[config.mk]
export PLATFORM = sky130hd
export DESIGN_NAME = cpu16Top
export DESIGN_NICKNAME = d
export VERILOG_FILES = /design/src/verilog/cpu16Pkg.sv /design/src/verilog/apbRequester.sv /design/src/verilog/controlFsm.sv /design/src/verilog/cpu16Top.sv /design/src/verilog/execUnit.sv /design/src/verilog/instrDecoder.sv
export VERILOG_INCLUDE_DIRS = /design/src /design/src/verilog
export SDC_FILE = /design/constraint.sdc
export NUM_CORES = 1
export LEC_CHECK = 0
export BUFFER_PORTS_ARGS = -buffer_cell sky130_fd_sc_hd__buf_4
export CORE_MARGIN = 2
export CORE_UTILIZATION = 55
export DETAILED_ROUTE_END_ITERATION = 10
export HOLD_SLACK_MARGIN = 0.08
export PLACE_DENSITY_LB_ADDON = 0.1
export RECOVER_POWER = 100
export SLEW_MARGIN = 20
export SYNTH_ARGS = -nofsm -noshare
export SYNTH_HDL_FRONTEND = slang
export SYNTH_SLANG_ARGS = --single-unit
[constraint.sdc]
create_clock -name clk -period 10.6 [get_ports clk]
set_input_delay 0 -clock clk [delete_from_list [all_inputs] [get_ports clk]]
set_output_delay 0 -clock clk [all_outputs]
set_load 0.005 [all_outputs]
[src/verilog/cpu16_params.svh]
`ifndef CPU16_PARAMS_SVH
`define CPU16_PARAMS_SVH

// Word width, also used for word addresses
`define CPU16_DATA_W  16

`define CPU16_REG_CNT 8     // Register file depth
`define CPU16_REG_W   3     // Register index width

// Instruction field widths
`define CPU16_OP_W    4
`define CPU16_FUNCT_W 3
`define CPU16_IMM_W   6     // Sign-extended to the data width
`define CPU16_JMP_W   12    // Low PC bits replaced by JMP

`endif

[src/verilog/cpu16Pkg.sv]
`include "cpu16_params.svh"

package cpu16Pkg;

	typedef enum logic [`CPU16_OP_W-1:0] {
		RTYPE = 4'h0,
		JMP   = 4'h1,
		ANDI  = 4'h2,
		ADDI  = 4'h3,
		LW    = 4'h4,
		SW    = 4'h5,
		BEQ   = 4'h6,
		BNE   = 4'h7
	} opcodeT;

	typedef enum logic [2:0] {
		ALU_AND = 3'd0,
		ALU_ADD = 3'd1,
		ALU_SUB = 3'd2,
		ALU_SLL = 3'd3,
		ALU_SRL = 3'd4
	} aluOpT;

	typedef enum logic [2:0] {FETCH, DECODE, EXECUTE, MEMORY, WRITEBACK} stateT;

	// Datapath mux selects
	typedef enum logic [1:0] {PC_ALU, PC_ALUOUT, PC_JUMP} pcSrcT;
	typedef enum logic [1:0] {SRCA_PC, SRCA_A, SRCA_B} srcAT;
	typedef enum logic [1:0] {SRCB_B, SRCB_ONE, SRCB_IMM} srcBT;

	typedef struct packed {
		opcodeT                     opcode;
		logic [`CPU16_REG_W-1:0]    rs;
		logic [`CPU16_REG_W-1:0]    rt;     // First source, I-type and LW destination
		logic [`CPU16_REG_W-1:0]    rd;
		logic [`CPU16_FUNCT_W-1:0]  funct;
		logic [`CPU16_DATA_W-1:0]   imm;    // Already sign-extended
		logic [`CPU16_JMP_W-1:0]    jump;
	} decodedT;

	typedef struct packed {
		logic   pcWrite;
		logic   branchEq;
		logic   branchNe;
		pcSrcT  pcSrc;
		srcAT   aluSrcA;
		srcBT   aluSrcB;
		aluOpT  aluOp;
		logic   regWrite;
		logic   regDst;     // 1 writes rd, 0 writes rt
		logic   memToReg;
		logic   addrSel;    // 1 puts ALUOut on the bus address
	} ctrlT;

	typedef struct packed {
		logic                     psel;
		logic                     penable;
		logic                     pwrite;
		logic [`CPU16_DATA_W-1:0] paddr;
		logic [`CPU16_DATA_W-1:0] pwdata;
	} apbReqT;

	typedef struct packed {
		logic [`CPU16_DATA_W-1:0] prdata;
		logic                     pready;
	} apbRspT;

endpackage

[src/verilog/apbRequester.sv]
`timescale 1ns/1ns
`include "cpu16_params.svh"

module apbRequester (
	input  logic                     clk,
	input  logic                     reset,
	input  logic                     busStart,
	input  logic                     busWrite,
	input  logic [`CPU16_DATA_W-1:0] busAddr,
	input  logic [`CPU16_DATA_W-1:0] busWdata,
	input  cpu16Pkg::apbRspT         apbRsp,
	output cpu16Pkg::apbReqT         apbReq,
	output logic                     busDone,
	output logic [`CPU16_DATA_W-1:0] busRdata
);
	logic                     accessQ;  // Access phase in progress
	logic                     writeQ;
	logic [`CPU16_DATA_W-1:0] addrQ;
	logic [`CPU16_DATA_W-1:0] wdataQ;

	// Idle until busStart, which is itself the setup cycle
	always_ff @(posedge clk or posedge reset) begin
		if (reset) begin
			accessQ <= 1'b0;
			writeQ  <= 1'b0;
		end else if (busStart) begin
			accessQ <= 1'b1;
			writeQ  <= busWrite;
		end else if (busDone) begin
			accessQ <= 1'b0;
		end
	end

	always_ff @(posedge clk) begin
		if (busStart) begin
			addrQ  <= busAddr;
			wdataQ <= busWdata;
		end
	end

	assign busDone  = accessQ && apbRsp.pready;
	assign busRdata = apbRsp.prdata;    // Sampled by the IR or MDR on busDone

	// Access cycles replay the values latched in setup
	always_comb begin
		apbReq.psel    = busStart || accessQ;
		apbReq.penable = accessQ;
		apbReq.pwrite  = accessQ ? writeQ : (busStart && busWrite);
		apbReq.paddr   = accessQ ? addrQ : busAddr;
		apbReq.pwdata  = accessQ ? wdataQ : busWdata;
	end

endmodule

[src/verilog/controlFsm.sv]
`timescale 1ns/1ns
`include "cpu16_params.svh"

module controlFsm (
	input  logic              clk,
	input  logic              reset,
	input  cpu16Pkg::decodedT dec,
	input  logic              busDone,
	output cpu16Pkg::ctrlT    ctrl,
	output logic              busStart,
	output logic              busWrite,
	output logic              irLoad
);
	cpu16Pkg::stateT state;
	cpu16Pkg::stateT nextState;
	cpu16Pkg::aluOpT functOp;
	logic            runQ;      // Holds off the first fetch until out of reset
	logic            busBusy;   // Transfer issued, waiting on busDone

	always_ff @(posedge clk or posedge reset) begin
		if (reset) begin
			state   <= cpu16Pkg::FETCH;
			runQ    <= 1'b0;
			busBusy <= 1'b0;
		end else begin
			state <= nextState;
			runQ  <= 1'b1;
			if (busDone) begin
				busBusy <= 1'b0;
			end else if (busStart) begin
				busBusy <= 1'b1;
			end
		end
	end

	// One transfer per visit to FETCH or MEMORY
	assign busStart = runQ && !busBusy &&
		(state == cpu16Pkg::FETCH || state == cpu16Pkg::MEMORY);
	assign busWrite = (state == cpu16Pkg::MEMORY) && (dec.opcode == cpu16Pkg::SW);
	assign irLoad   = (state == cpu16Pkg::FETCH) && busDone;

	always_comb begin
		case (dec.funct)
			3'd0:    functOp = cpu16Pkg::ALU_AND;
			3'd1:    functOp = cpu16Pkg::ALU_ADD;
			3'd2:    functOp = cpu16Pkg::ALU_SUB;
			3'd3:    functOp = cpu16Pkg::ALU_SLL;
			3'd4:    functOp = cpu16Pkg::ALU_SRL;
			default: functOp = cpu16Pkg::ALU_ADD;  // Unused funct codes
		endcase
	end

	always_comb begin
		ctrl      = '0;
		nextState = state;
		case (state)
			cpu16Pkg::FETCH: begin
				ctrl.aluSrcA = cpu16Pkg::SRCA_PC;     // PC + 1
				ctrl.aluSrcB = cpu16Pkg::SRCB_ONE;
				ctrl.aluOp   = cpu16Pkg::ALU_ADD;
				ctrl.pcSrc   = cpu16Pkg::PC_ALU;
				ctrl.pcWrite = busDone;
				if (busDone) begin
					nextState = cpu16Pkg::DECODE;
				end
			end
			cpu16Pkg::DECODE: begin
				ctrl.aluSrcA = cpu16Pkg::SRCA_PC;     // Branch target into ALUOut
				ctrl.aluSrcB = cpu16Pkg::SRCB_IMM;
				ctrl.aluOp   = cpu16Pkg::ALU_ADD;
				nextState    = cpu16Pkg::EXECUTE;
			end
			cpu16Pkg::EXECUTE: begin
				nextState = cpu16Pkg::FETCH;
				case (dec.opcode)
					cpu16Pkg::RTYPE: begin
						ctrl.aluSrcA = cpu16Pkg::SRCA_A;
						ctrl.aluSrcB = cpu16Pkg::SRCB_B;
						ctrl.aluOp   = functOp;
						nextState    = cpu16Pkg::WRITEBACK;
					end
					cpu16Pkg::ADDI, cpu16Pkg::ANDI: begin
						ctrl.aluSrcA = cpu16Pkg::SRCA_A;
						ctrl.aluSrcB = cpu16Pkg::SRCB_IMM;
						ctrl.aluOp   = (dec.opcode == cpu16Pkg::ANDI) ?
							cpu16Pkg::ALU_AND : cpu16Pkg::ALU_ADD;
						nextState    = cpu16Pkg::WRITEBACK;
					end
					cpu16Pkg::LW, cpu16Pkg::SW: begin
						ctrl.aluSrcA = cpu16Pkg::SRCA_B;      // rs + imm
						ctrl.aluSrcB = cpu16Pkg::SRCB_IMM;
						ctrl.aluOp   = cpu16Pkg::ALU_ADD;
						nextState    = cpu16Pkg::MEMORY;
					end
					cpu16Pkg::BEQ, cpu16Pkg::BNE: begin
						ctrl.aluSrcA  = cpu16Pkg::SRCA_A;
						ctrl.aluSrcB  = cpu16Pkg::SRCB_B;
						ctrl.aluOp    = cpu16Pkg::ALU_SUB;
						ctrl.pcSrc    = cpu16Pkg::PC_ALUOUT;
						ctrl.branchEq = (dec.opcode == cpu16Pkg::BEQ);
						ctrl.branchNe = (dec.opcode == cpu16Pkg::BNE);
					end
					cpu16Pkg::JMP: begin
						ctrl.pcSrc   = cpu16Pkg::PC_JUMP;
						ctrl.pcWrite = 1'b1;
					end
					default: ;
				endcase
			end
			cpu16Pkg::MEMORY: begin
				// Same ALU setup as EXECUTE keeps ALUOut, the bus address, steady
				ctrl.aluSrcA = cpu16Pkg::SRCA_B;
				ctrl.aluSrcB = cpu16Pkg::SRCB_IMM;
				ctrl.aluOp   = cpu16Pkg::ALU_ADD;
				ctrl.addrSel = 1'b1;
				if (busDone) begin
					nextState = (dec.opcode == cpu16Pkg::SW) ?
						cpu16Pkg::FETCH : cpu16Pkg::WRITEBACK;
				end
			end
			cpu16Pkg::WRITEBACK: begin
				ctrl.regWrite = 1'b1;
				ctrl.regDst   = (dec.opcode == cpu16Pkg::RTYPE);
				ctrl.memToReg = (dec.opcode == cpu16Pkg::LW);
				nextState     = cpu16Pkg::FETCH;
			end
			default: nextState = cpu16Pkg::FETCH;
		endcase
	end

endmodule

[src/verilog/cpu16Top.sv]
`timescale 1ns/1ns
`include "cpu16_params.svh"

module cpu16Top (
	input  logic             clk,
	input  logic             reset,
	input  cpu16Pkg::apbRspT apbRsp,
	output cpu16Pkg::apbReqT apbReq
);
	cpu16Pkg::decodedT        dec;
	cpu16Pkg::ctrlT           ctrl;
	logic                     busStart;
	logic                     busWrite;
	logic                     busDone;
	logic                     irLoad;
	logic [`CPU16_DATA_W-1:0] busAddr;
	logic [`CPU16_DATA_W-1:0] busWdata;
	logic [`CPU16_DATA_W-1:0] busRdata;

	instrDecoder uDecoder (
		.clk      (clk),
		.reset    (reset),
		.irLoad   (irLoad),
		.busRdata (busRdata),
		.dec      (dec)
	);

	controlFsm uFsm (
		.clk      (clk),
		.reset    (reset),
		.dec      (dec),
		.busDone  (busDone),
		.ctrl     (ctrl),
		.busStart (busStart),
		.busWrite (busWrite),
		.irLoad   (irLoad)
	);

	execUnit uExec (
		.clk      (clk),
		.reset    (reset),
		.ctrl     (ctrl),
		.dec      (dec),
		.busRdata (busRdata),
		.busDone  (busDone),
		.busAddr  (busAddr),
		.busWdata (busWdata)
	);

	apbRequester uApb (
		.clk      (clk),
		.reset    (reset),
		.busStart (busStart),
		.busWrite (busWrite),
		.busAddr  (busAddr),
		.busWdata (busWdata),
		.apbRsp   (apbRsp),
		.apbReq   (apbReq),
		.busDone  (busDone),
		.busRdata (busRdata)
	);

endmodule

[src/verilog/execUnit.sv]
`timescale 1ns/1ns
`include "cpu16_params.svh"

module execUnit (
	input  logic                     clk,
	input  logic                     reset,
	input  cpu16Pkg::ctrlT           ctrl,
	input  cpu16Pkg::decodedT        dec,
	input  logic [`CPU16_DATA_W-1:0] busRdata,
	input  logic                     busDone,
	output logic [`CPU16_DATA_W-1:0] busAddr,
	output logic [`CPU16_DATA_W-1:0] busWdata
);
	logic [`CPU16_DATA_W-1:0] regFile [`CPU16_REG_CNT];
	logic [`CPU16_DATA_W-1:0] pc;
	logic [`CPU16_DATA_W-1:0] regA;     // Holds rt
	logic [`CPU16_DATA_W-1:0] regB;     // Holds rs
	logic [`CPU16_DATA_W-1:0] aluOut;
	logic [`CPU16_DATA_W-1:0] mdr;
	logic [`CPU16_DATA_W-1:0] opA;
	logic [`CPU16_DATA_W-1:0] opB;
	logic [`CPU16_DATA_W-1:0] aluRes;
	logic [`CPU16_DATA_W-1:0] nextPc;
	logic [`CPU16_DATA_W-1:0] wbData;
	logic [`CPU16_REG_W-1:0]  wbReg;
	logic                     taken;

	assign wbReg  = ctrl.regDst ? dec.rd : dec.rt;
	assign wbData = ctrl.memToReg ? mdr : aluOut;

	// Register 0 is never written, so it stays at its reset value
	always_ff @(posedge clk or posedge reset) begin
		if (reset) begin
			for (int i = 0; i < `CPU16_REG_CNT; i++) begin
				regFile[i] <= '0;
			end
		end else if (ctrl.regWrite && wbReg != '0) begin
			regFile[wbReg] <= wbData;
		end
	end

	always_ff @(posedge clk) begin
		regA   <= regFile[dec.rt];
		regB   <= regFile[dec.rs];
		aluOut <= aluRes;
		if (busDone && ctrl.addrSel) begin
			mdr <= busRdata;    // Load data from the memory phase
		end
	end

	always_comb begin
		case (ctrl.aluSrcA)
			cpu16Pkg::SRCA_A: opA = regA;
			cpu16Pkg::SRCA_B: opA = regB;
			default:          opA = pc;
		endcase
		case (ctrl.aluSrcB)
			cpu16Pkg::SRCB_ONE: opB = `CPU16_DATA_W'(1);
			cpu16Pkg::SRCB_IMM: opB = dec.imm;
			default:            opB = regB;
		endcase
		case (ctrl.aluOp)
			cpu16Pkg::ALU_AND: aluRes = opA & opB;
			cpu16Pkg::ALU_SUB: aluRes = opA - opB;
			cpu16Pkg::ALU_SLL: aluRes = opA << opB;
			cpu16Pkg::ALU_SRL: aluRes = opA >> opB;
			default:           aluRes = opA + opB;
		endcase
	end

	// Branch compare rides on the SUB result
	assign taken = (ctrl.branchEq && aluRes == '0) || (ctrl.branchNe && aluRes != '0);

	always_comb begin
		case (ctrl.pcSrc)
			cpu16Pkg::PC_ALUOUT: nextPc = aluOut;
			cpu16Pkg::PC_JUMP:   nextPc = {pc[`CPU16_DATA_W-1:`CPU16_JMP_W], dec.jump};
			default:             nextPc = aluRes;
		endcase
	end

	always_ff @(posedge clk or posedge reset) begin
		if (reset) begin
			pc <= '0;
		end else if (ctrl.pcWrite || taken) begin
			pc <= nextPc;
		end
	end

	assign busAddr  = ctrl.addrSel ? aluOut : pc;
	assign busWdata = regA;     // SW stores rt

endmodule

[src/verilog/instrDecoder.sv]
`timescale 1ns/1ns
`include "cpu16_params.svh"

module instrDecoder (
	input  logic                     clk,
	input  logic                     reset,
	input  logic                     irLoad,
	input  logic [`CPU16_DATA_W-1:0] busRdata,
	output cpu16Pkg::decodedT        dec
);
	logic [`CPU16_DATA_W-1:0] ir;
	logic [`CPU16_IMM_W-1:0]  imm;

	always_ff @(posedge clk or posedge reset) begin
		if (reset) begin
			ir <= '0;
		end else if (irLoad) begin
			ir <= busRdata;     // Fetched word arrives with busDone
		end
	end

	assign imm = ir[`CPU16_IMM_W-1:0];

	// Fields overlap, only the ones the opcode needs get used
	always_comb begin
		dec.opcode = cpu16Pkg::opcodeT'(ir[`CPU16_DATA_W-1 -: `CPU16_OP_W]);
		dec.rt     = ir[11:9];
		dec.rs     = ir[8:6];
		dec.rd     = ir[5:3];
		dec.funct  = ir[`CPU16_FUNCT_W-1:0];
		dec.imm    = {{(`CPU16_DATA_W - `CPU16_IMM_W){imm[`CPU16_IMM_W-1]}}, imm};
		dec.jump   = ir[`CPU16_JMP_W-1:0];
	end

endmodule
==> qor.yml, run 1 <==
status:
  status: "complete, but fails checks"
  violations: "max-capacitance violations, max-slew violations"
cells_and_area:
  diodes: 0
  drive_above_1_share_pct: 17.4
  layout.area.seq_mm2: 0.00658
  num-nets-final: 1558
  syn2layout_area_growth_pct: 10.2
  n_fill_cell: 2288
  multiInputGateArea_mm2: 0.00798
  final_area_mm2: 0.0168
timing:
  fmax_mhz: 115
  rsz0062_at_grt: "no"
  final.period_utilization_pct: 82.0
  drv_slew: 328
  finalSetupViolCount: 0
  max_slew_margin_pct: -187
  hold_violations: 0
  finalClockSkew_ps: 49.9
  period_needed_ps: 8690
  fin_tns_setup_ps: 0
  worst_slew_pin_slew_ps: 4280
global_routing:
  grt-ovfl-total: 0
  grt_max_degree: 95
  grt.busiest_layer: "met2"
  antenna_found_initial: 0
  use_met2_pct: 54.1
  grt_use_total_pct: 33.6
  grt_pass1_vias: 11900
  grt_pass1_wl_mm: 72.7
  met3_usage_pct: 3.84
  grt_use_met1_pct: 47.2
die:
  die_area_mm2: 0.0290
  rows: 60
  die_h_um: 170
  core_mm2: 0.0271
  initial_core_util_pct: 56.2
  ios: 54
  die_w_um: 170
synth:
  synth_area_leader_cell: "dfrtp_1"
  synth_flop_cell: "dfrtp_1"
  synth_area_leaders: "dfrtp_1, mux4_2, edfxtp_1"
  synth.avg_cell_area_um2: 10.2
  syn_nets: 1543
  ys_seq_area_share_pct: 43.2
  synth_cells: 1499
  synth_seq_cells: 263
  synth_edf_count: 48
  synth.top_cell.area_share_pct: 27.4
  synth_area_mm2: 0.0152
  async_reset_ff_share_pct: 63.5
  yosys_warnings: 0
  ys_types: 78
detailed_routing:
  wl_per_cell_um: 25.1
  wl_mm: 47.8
  vias: 12200
  via_per_inst: 6.38
  drt_iter0_drc: 1390
  drtPass1Iterations: 5
  drcViolationCount: 0
  drtAntennaViolNets: 0
worst_hold_path:
  holdPathEnd: "uExec.mdr[11]$_DFFE_PP_"
  hold_start: "apbRsp[12]"
  hold_depth: 2
  hp-class: "primary input to flip-flop"
cts:
  hold_buffers: 18
  cts-root-buf: "clkbuf_16"
  path_clk_slew_ps: 60
  h-tree-depth: 1
  clk_latency_ps: 580
  cts-resized-gates: 0
  clock_sinks: 263
  cts_tree: "yes"
  post-cts-setup-buffer-count: 0
  cts_made_buffers: 28
  clock_path_buffers: 3
worst_setup_path:
  r2r_end: "uExec.pc[14]$_DFFE_PP0P_"
  slowest_delay_ps: 840
  r2r_setup_slack_ps: 1910
  crit_buf_inv: 4
  cp_slowest_cell: "nor3_1"
  reg2reg_depth: 28
  crit_cells: 28
  cp.required_ps: 11010
  crit_family: "simple AND/OR/NAND/NOR gates"
  path_max_fanout: 40
  cp_data_arrival_time_ps: 9100
  cp-start-kind: "flip-flop"
  endpoint_kind: "flip-flop"
  worstReg2RegStart: "uDecoder.ir[13]$_DFFE_PP0P_"
  timing.setup.critical_path_class: "flip-flop to flip-flop"
place:
  placed_cell_area_mm2: 0.0159
  place.gp.congestion: 1.01
  dp_hpwl_mm: 33.7
  port-buffer-count: 53
flow_run:
  cap_violations: 7
-- cells in the final DEF, fill, tap and decap left out, types with 18 or more instances in the layout --
cell,instances
dlygate4sd3_1,18
dfrtp_1,165
mux2i_1,49
nand2_1,201
buf_4,31
inv_1,28
clkbuf_16,28
clkbuf_4,31
dfxtp_1,48
nor2_1,139
mux2_1,18
a22oi_1,25
edfxtp_1,48
clkbuf_1,39
xnor2_1,24
ha_1,24
mux2_2,81
mux4_2,65
o21ai_0,101
a21oi_1,102
-- metrics by stage --
| step | setup WS, ps | hold slack, ps | util, % | instances |
|---|---|---|---|---|
| after global routing | 1400 | 185 | 62.0 | 1908 |
| after floorplan | 3950 | 98.9 | - | 1499 |
| after CTS | 2520 | 143 | 62.6 | 1908 |
| after detailed placement | 2560 | 190 | 58.5 | 1838 |
| final | 1910 | 189 | 62.0 | 1908 |
| after global placement | 2740 | 191 | 58.5 | 1838 |
-- how the worst max path moves through the flow --
stage                                      from                        to  slack [ps]
floorplan           uDecoder.ir[13]$_DFFE_PP0P_   uExec.pc[0]$_DFFE_PP0P_        3950
global placement    uDecoder.ir[13]$_DFFE_PP0P_   uExec.pc[9]$_DFFE_PP0P_        2740
detailed placement  uDecoder.ir[13]$_DFFE_PP0P_   uExec.pc[9]$_DFFE_PP0P_        2560
CTS                 uDecoder.ir[13]$_DFFE_PP0P_   uExec.pc[9]$_DFFE_PP0P_        2520
global route        uDecoder.ir[13]$_DFFE_PP0P_  uExec.pc[14]$_DFFE_PP0P_        1400
finish              uDecoder.ir[13]$_DFFE_PP0P_  uExec.pc[14]$_DFFE_PP0P_        1910
-- cells in the mapped netlist (6+ instances only) --
cell      instances
a211oi_1         12
a21o_1            9
a21oi_1         102
a221o_1           6
a221oi_1         12
a22oi_1          25
a311oi_1          9
a31oi_1          17
and3_1            6
buf_1            15
buf_2            15
clkbuf_1         81
dfrtp_1         167
dfxtp_1          48
edfxtp_1         48
ha_1             24
inv_1            28
mux2_2           90
mux2_4           10
mux2i_1          49
mux4_2           65
nand2_1         201
nand2b_1         10
nand3_1          16
nand4_1           8
nor2_1          139
nor2b_1           8
nor3_1           17
nor3b_1          10
nor4b_1           6
o21a_1            7
o21ai_0         101
o21ai_1           9
o22ai_1           7
or2_2             7
xnor2_1          24
-- cell type report --
type / instances / area share, %
Multi-Input combinational cell: 1087 / 47.5
Sequential cell: 263 / 39.2
Clock buffer: 46 / 4.81
Timing Repair Buffer: 105 / 4.40
Tap cell: 372 / 2.77
Inverter: 29 / 0.656
Clock inverter: 6 / 0.633
-- registers in the layout, indices dropped and copies added, names as in the netlist --
| register | cells |
|---|---|
| uExec.regB | 16 |
| uApb.wdataQ | 16 |
| uFsm.state | 3 |
| uApb.writeQ | 1 |
| uExec.regFile | 128 |
| uExec.mdr | 16 |
| uExec.aluOut | 16 |
| uDecoder.ir | 16 |
| uFsm.runQ | 1 |
| uExec.busWdata | 16 |
| uFsm.busBusy | 1 |
| uApb.addrQ | 16 |
| uExec.pc | 16 |
| uApb.accessQ | 1 |
-- per-layer routing --
| metal | up-vias | wire length (um) |
|---|---|---|
| li1 | 5511 | - |
| met3 | 118 | 2960 |
| met2 | 553 | 22200 |
| met5 | - | 0 |
| met1 | 5994 | 20700 |
| met4 | 0 | 2010 |
-- cells by family (layout without fill, tap and decap cells) --
family                   after synthesis  after routing  synth area share (%)
AO/OA/AOI/OAI                        362            362                  14.9
XOR/XNOR                              29             29                  1.67
adder cells (fa/ha/maj)               25             25                  2.10
buffers and inverters                149            186                  4.14
flip-flops                           263            263                  43.2
multiplexers                         214            214                  20.5
other                                  1              1                0.0246
AND/OR/NAND/NOR                      456            456                  13.5
-- worst register-to-register path: cells and delay by family, from the launching register on --
family	cells	cell delay, ps
DFF	1	600
muxes	2	570
adders and majority gates	2	650
and+or+nand+nor	9	2570
xor gates and xnor gates	3	460
AOI/OAI and AO/OA	8	2420
buffers and inverters	4	1320
Power of run 1 is left out: the tool's default activity adds up to more than one toggle a clock period on the data nets, which glitch-free logic cannot reach.
==> inputs of run 2 (changes only) <==
clock period = 9.08 ns   (was 10.6 ns; I/O delays follow)
==> qor.yml, run 2 (same netlist as run 1, synthesis figures left out) <==
status:
  status: "complete, but fails checks"
  violations: "max-capacitance violations, max-slew violations"
timing:
  worst_slew_pin_slew_ps: 3160  # -1120 ps
  period_needed_ps: 7980  # -707 ps
  finalClockSkew_ps: 50.3  # +0.360 ps
  fmax_mhz: 125  # +8.9%
  finalSetupViolCount: 0  # unchanged
  fin_tns_setup_ps: 0  # unchanged
  max_slew_margin_pct: -112  # +75 points
  rsz0062_at_grt: "no"
  fin_ws_ps: 1100  # -813 ps
  holdWs_ps: 192  # +2.79 ps
  drv_slew: 240  # -27%
  final.period_utilization_pct: 87.9  # +5.9 points
  hold_violations: 0  # unchanged
global_routing:
  grt_max_degree: 71  # -25%
  grt_use_total_pct: 33.7  # +0.14 points
  antenna_found_initial: 0  # unchanged
  grt_pass1_vias: 11900  # +0.67%
  grt-ovfl-total: 0  # unchanged
  grt_pass1_wl_mm: 73.3  # +0.79%
worst_setup_path:
  cp-start-kind: "flip-flop"
  endpoint_kind: "flip-flop"
  path_max_fanout: 40  # unchanged
  cp_slowest_cell: "and2_0"
  timing.setup.critical_path_class: "flip-flop to flip-flop"
  cp.required_ps: 9500  # -1510 ps
  cp_data_arrival_time_ps: 8400  # -700 ps
  slowest_delay_ps: 990  # +150 ps
cells_and_area:
  final_cell_mix: "nand2_1, dfrtp_1, nor2_1"
  final_common_cell: "nand2_1"
  instances_no_fill: 1909  # +0.052%
  num-nets-final: 1559  # +0.064%
  top_register: "uExec.regFile"
  drive_above_1_share_pct: 18.3  # +0.83 points
  largest_reg_flops: 128  # unchanged
  diodes: 0  # unchanged
  syn2layout_area_growth_pct: 10.9
cts:
  path_clk_slew_ps: 60  # about the same
  clock_sinks: 263  # unchanged
  clk_latency_ps: 570  # about the same
  h-tree-depth: 1  # unchanged
  cts_made_buffers: 28  # unchanged
  post-cts-setup-buffer-count: 0  # unchanged
  cts_tree: "yes"
  cts-resized-gates: 0  # unchanged
  cts-root-buf: "clkbuf_16"
  clock_path_buffers: 3  # unchanged
flow_run:
  cap_violations: 5  # -2
place:
  place.gp.congestion: 0.988  # -2.2%
  placed_cells: 1838  # unchanged
  port-buffer-count: 53  # unchanged
  dp_hpwl_mm: 33.7  # about the same
  pre_cts_ws_ps: 1490  # -1060 ps
detailed_routing:
  via_per_inst: 6.48  # +1.5%
  routed-wl-met2_mm: 22.6  # +1.6%
  wl_met3_mm: 3.26  # +10%
  drt_iter0_drc: 1303  # -6.3%
  top_layer_used: "met4"
  wl_mm: 48.2  # +0.80%
  wl_per_cell_um: 25.3  # +0.75%
  drtPass1Iterations: 7  # +2
  drcViolationCount: 0  # unchanged
  drt-met1-wl_mm: 19.9  # -3.5%
  vias: 12400  # +1.6%
  drtAntennaViolNets: 0  # unchanged
die:
  die_h_um: 170  # unchanged
  initial_core_util_pct: 56.2  # unchanged
  die_area_mm2: 0.0290  # unchanged
  ios: 54  # unchanged
  rows: 60  # unchanged
  die_w_um: 170  # unchanged
  core_mm2: 0.0271  # unchanged
worst_hold_path:
  hp-class: "primary input to flip-flop"
run 2: cell types whose count changed in the layout (fill, tap and decap cells not counted), sizes merged:
cell / delta
clkinvlp: -1
inv: +1
bufinv: +3
clkbuf: -13
clkinv: +10
buf: +1
run 2: layer usage:
metal | up-vias | GRT usage, %
met5 | - | 0
met4 | 0 | 14.7
met3 | 138 | 4.19
met2 | 599 | 53.4
met1 | 6121 | 47.0
li1 | 5507 | -
run 2: path summary, 6_finish.rpt:
path	from	to	slack [ps]	cells past startpoint
max in group asynchronous	reset	uDecoder.ir[6]$_DFFE_PP0P_	4460	4
min in group asynchronous	reset	uExec.regFile[102]$_DFFE_PP0P_	890	3
worst min register to register	uExec.regFile[125]$_DFFE_PP0P_	uExec.regFile[125]$_DFFE_PP0P_	390	0
worst min-delay path	apbRsp[12]	uExec.mdr[11]$_DFFE_PP_	190	2
worst max register to register	uDecoder.ir[13]$_DFFE_PP0P_	uExec.pc[14]$_DFFE_PP0P_	1100	25
worst max-delay path	uDecoder.ir[13]$_DFFE_PP0P_	uExec.pc[14]$_DFFE_PP0P_	1100	25
run 2: worst max-delay path, delay by kind of cell, from the launching register on:
| family | cells | cell delay [ps] |
|---|---|---|
| AOI/OAI and AO/OA | 7 | 2070 |
| xor gates and xnor gates | 3 | 470 |
| adders and majority gates | 2 | 690 |
| buffers and inverters | 1 | 340 |
| DFF | 1 | 620 |
| muxes | 2 | 550 |
| and+or+nand+nor | 10 | 3130 |
run 2: cell type report:
| cell class | count | area, um2 |
|---|---|---|
| clock buffers | 33 | 759 |
| clock inverters | 19 | 246 |
| fillers | 2296 | 10200 |
| inverters | 29 | 110 |
| multi-input cells | 1087 | 7980 |
| flip-flops and latches | 263 | 6580 |
| well taps | 372 | 465 |
| repair buffers | 106 | 751 |
run 2: per-stage QoR:
stage               util, %  cell area (um2)
global route           62.4            16900
floorplan                 -            15200
finish                 62.4            16900
CTS                    62.9            17100
detailed placement     58.5            15900
global placement       58.5            15900
run 2: what timing repair did:
action | CTS | global route
hold endpoints to repair | 105 | 0
endpoints found under the setup margin | 0 | 0
hold buffers | 18 | 0
Power of run 2 is left out for the same reason.
==> inputs of run 3 (changes only) <==
CTS_BUF_LIST = sky130_fd_sc_hd__clkbuf_4 sky130_fd_sc_hd__clkbuf_8   (was unset)
SYNTH_HIERARCHICAL = 1   (was unset)
TNS_END_PERCENT = 20   (was unset)
==> qor.yml, run 3 <==
timing:
  worst_slew_pin_slew_ps: 4130  # +969 ps
  fin_ws_ps: 1140  # +40.1 ps
  finalClockSkew_ps: 29.4  # -20.9 ps
  period_needed_ps: 7940  # -40.1 ps
  finalSetupViolCount: 0  # unchanged
  max_slew_margin_pct: -178  # -66 points
  fin_tns_setup_ps: 0  # unchanged
  drv_slew: 310  # +29%
  fmax_mhz: 126  # +0.50%
  final.period_utilization_pct: 87.5  # -0.44 points
  hold_violations: 0  # unchanged
  rsz0062_at_grt: "no"
cells_and_area:
  drive_above_1_share_pct: 19.5  # +1.3 points
  largest_reg_flops: 128  # unchanged
  final_area_mm2: 0.0171  # +1.1%
  instances_no_fill: 1925  # +0.84%
  n_fill_cell: 2535  # +10%
  multiInputGateArea_mm2: 0.00830  # +3.9%
  final_common_cell: "nand2_1"
  postLayoutCoreUtil_pct: 59.4  # -3.0 points
  num-nets-final: 1553  # -0.38%
  syn2layout_area_growth_pct: 5.78
  top_register: "uExec/regFile"
  diodes: 0  # unchanged
  layout.area.seq_mm2: 0.00659  # about the same
  final_cell_mix: "nand2_1, o21ai_0, dfrtp_1"
cts:
  post-cts-setup-buffer-count: 0  # unchanged
  clock_sinks: 263  # unchanged
  clk_latency_ps: 570  # about the same
  clock_path_buffers: 3  # unchanged
  cts_made_buffers: 43  # +54%
  h-tree-depth: 2  # +1
  cts-root-buf: "clkbuf_8"
  path_clk_slew_ps: 70  # about the same
  cts_tree: "yes"
die:
  die_area_mm2: 0.0308  # +5.9%
  ios: 54  # unchanged
  die_w_um: 175  # +2.9%
  initial_core_util_pct: 56.1  # -0.093 points
  rows: 62  # +3.3%
  core_mm2: 0.0288  # +6.2%
  die_h_um: 175  # +2.9%
detailed_routing:
  drtPass1Iterations: 6  # -1
  drcViolationCount: 0  # unchanged
  drt_iter0_drc: 1416  # +8.7%
  via_per_inst: 6.52  # +0.68%
  wl_mm: 50.3  # +4.4%
  wl_per_cell_um: 26.2  # +3.5%
  drtAntennaViolNets: 0  # unchanged
  vias: 12600  # +1.5%
place:
  placed_cell_area_mm2: 0.0163  # +2.8%
  place.gp.congestion: 1.01  # +1.8%
  port-buffer-count: 53  # unchanged
  pre_cts_ws_ps: 1820  # +328 ps
  placed_cells: 1830  # -0.44%
  dp_hpwl_mm: 35.4  # +5.1%
worst_setup_path:
  timing.setup.critical_path_class: "flip-flop to flip-flop"
  endpoint_kind: "flip-flop"
  r2r_end: "uExec/pc[12]$_DFFE_PP0P_"
  cp.required_ps: 9530  # +30 ps
  reg2reg_depth: 20  # -20%
  worstReg2RegStart: "uFsm/state[0]$_DFFE_PP0P_"
  path_max_fanout: 22  # -45%
  cp-start-kind: "flip-flop"
  r2r_setup_slack_ps: 1140  # +40 ps
  cp_data_arrival_time_ps: 8390  # about the same
global_routing:
  grt_pass1_wl_mm: 76.6  # +4.5%
  antenna_found_initial: 0  # unchanged
  grt_use_total_pct: 33.0  # -0.67 points
  grt_pass1_vias: 12400  # +3.6%
  grt_max_degree: 85  # +20%
  grt-ovfl-total: 0  # unchanged
synth:
  synth_flop_cell: "dfrtp_1"
  synthTopCellsByCount: "nand2_1, dfrtp_1, o21ai_0, clkbuf_1, mux2_2"
  yosys_warnings: 6  # +6
  synth.avg_cell_area_um2: 10.6  # +4.0%
  synth_cells: 1528  # +1.9%
  synth_area_mm2: 0.0162  # +6.0%
  async_reset_ff_share_pct: 63.5  # unchanged
  ys_types: 102  # +31%
  synth_area_leader_cell: "dfrtp_1"
  synth.top_cell.area_share_pct: 25.9  # -1.6 points
  ys_seq_area_share_pct: 40.7  # -2.5 points
  synth_area_leaders: "dfrtp_1, edfxtp_1, mux4_2"
  synth_seq_cells: 263  # unchanged
  yosysMostFrequentCell: "nand2_1"
  synth_edf_count: 48  # unchanged
  syn_nets: 1571  # +1.8%
power:
  irDropWorstVdd_uv: 125
  leakage_nw: 7.06
  power_density_mw_per_mm2: 132
worst_hold_path:
  hp-class: "primary input to asynchronous set/reset pin"
status:
  violations: "max-capacitance violations, max-slew violations"
  status: "complete, but fails checks"
flow_run:
  cap_violations: 7  # +2
run 3: kinds of logic after synthesis:
family	count (synthesis)	share of synthesized area (%)
AO/OA/AOI/OAI	400	16.6
flip-flops	263	40.7
AND/OR/NAND/NOR	394	11.9
multiplexers	223	20.6
buffers and inverters	196	6.84
XOR/XNOR	27	1.46
other	1	0.0232
adder cells (fa/ha/maj)	24	1.91
run 3: how the worst max path moves through the flow:
stage / startpoint / endpoint / slack, ps / depth (start not counted)
after global placement: uFsm/state[0]$_DFFE_PP0P_ / uExec/pc[9]$_DFFE_PP0P_ / 1930 / 21
after CTS: uFsm/state[0]$_DFFE_PP0P_ / uExec/pc[5]$_DFFE_PP0P_ / 1810 / 21
after global routing: uFsm/state[0]$_DFFE_PP0P_ / uExec/pc[10]$_DFFE_PP0P_ / 730 / 20
after detailed placement: uFsm/state[0]$_DFFE_PP0P_ / uExec/pc[8]$_DFFE_PP0P_ / 1820 / 21
after floorplan: uFsm/state[0]$_DFFE_PP0P_ / uExec/pc[12]$_DFFE_PP0P_ / 2680 / 24
final: uFsm/state[0]$_DFFE_PP0P_ / uExec/pc[12]$_DFFE_PP0P_ / 1140 / 20
run 3: power by group:
group / switching [mW] / internal [mW]
clock network: 0.465 / 0.566
registers: 0.0000617 / 1.20
logic: 0.0185 / 0.00866
run 3: critical path, stage by stage (launching register included):
cell and delay (ps):
dfrtp_1 520, nor3_1 350, nand2_1 120, o21ai_0 230, inv_1 70, ha_1 580
clkbuf_1 940, a221o_1 320, nand2_1 260, inv_1 260, ha_1 330, a211oi_1 330
o21ai_0 240, a21oi_1 220, xor2_1 210, o221a_2 260, or4b_2 580, or4_1 500
or4b_1 560, a31oi_1 580, mux2_4 360
run 3: what timing repair did:
action                                  in CTS  in global routing
hold endpoints to repair                   141                  0
resized for setup                            0                  0
endpoints found under the setup margin       0                  0
hold buffers                                19                  0
run 3: final cells by class:
cell class                      count  share of cell area (%)
Sequential cell                   263                    38.5
Inverter                           30                   0.666
Clock inverter                      8                   0.249
Multi-Input combinational cell   1069                    48.6
Timing Repair Buffer              103                    4.41
Tap cell                          384                    2.81
Clock buffer                       68                    4.75
run 3: layer usage:
layer	vias up	share of wire [%]	GRT usage (%)
li1	5604	-	-
met1	6233	44	47.4
met2	600	45	51.0
met3	117	7.8	5.67
met4	0	3.5	11.4
met5	-	0	0
run 3: metrics by stage:
step	total power [mW]	hold slack (ps)
2_1_floorplan	1.24	-259
3_3_place_gp	1.24	-97.5
3_5_place_dp	1.24	-93.3
4_1_cts	2.28	127
5_1_grt	2.33	175
6_report	2.26	104
(Power assumes the default switching activity.)
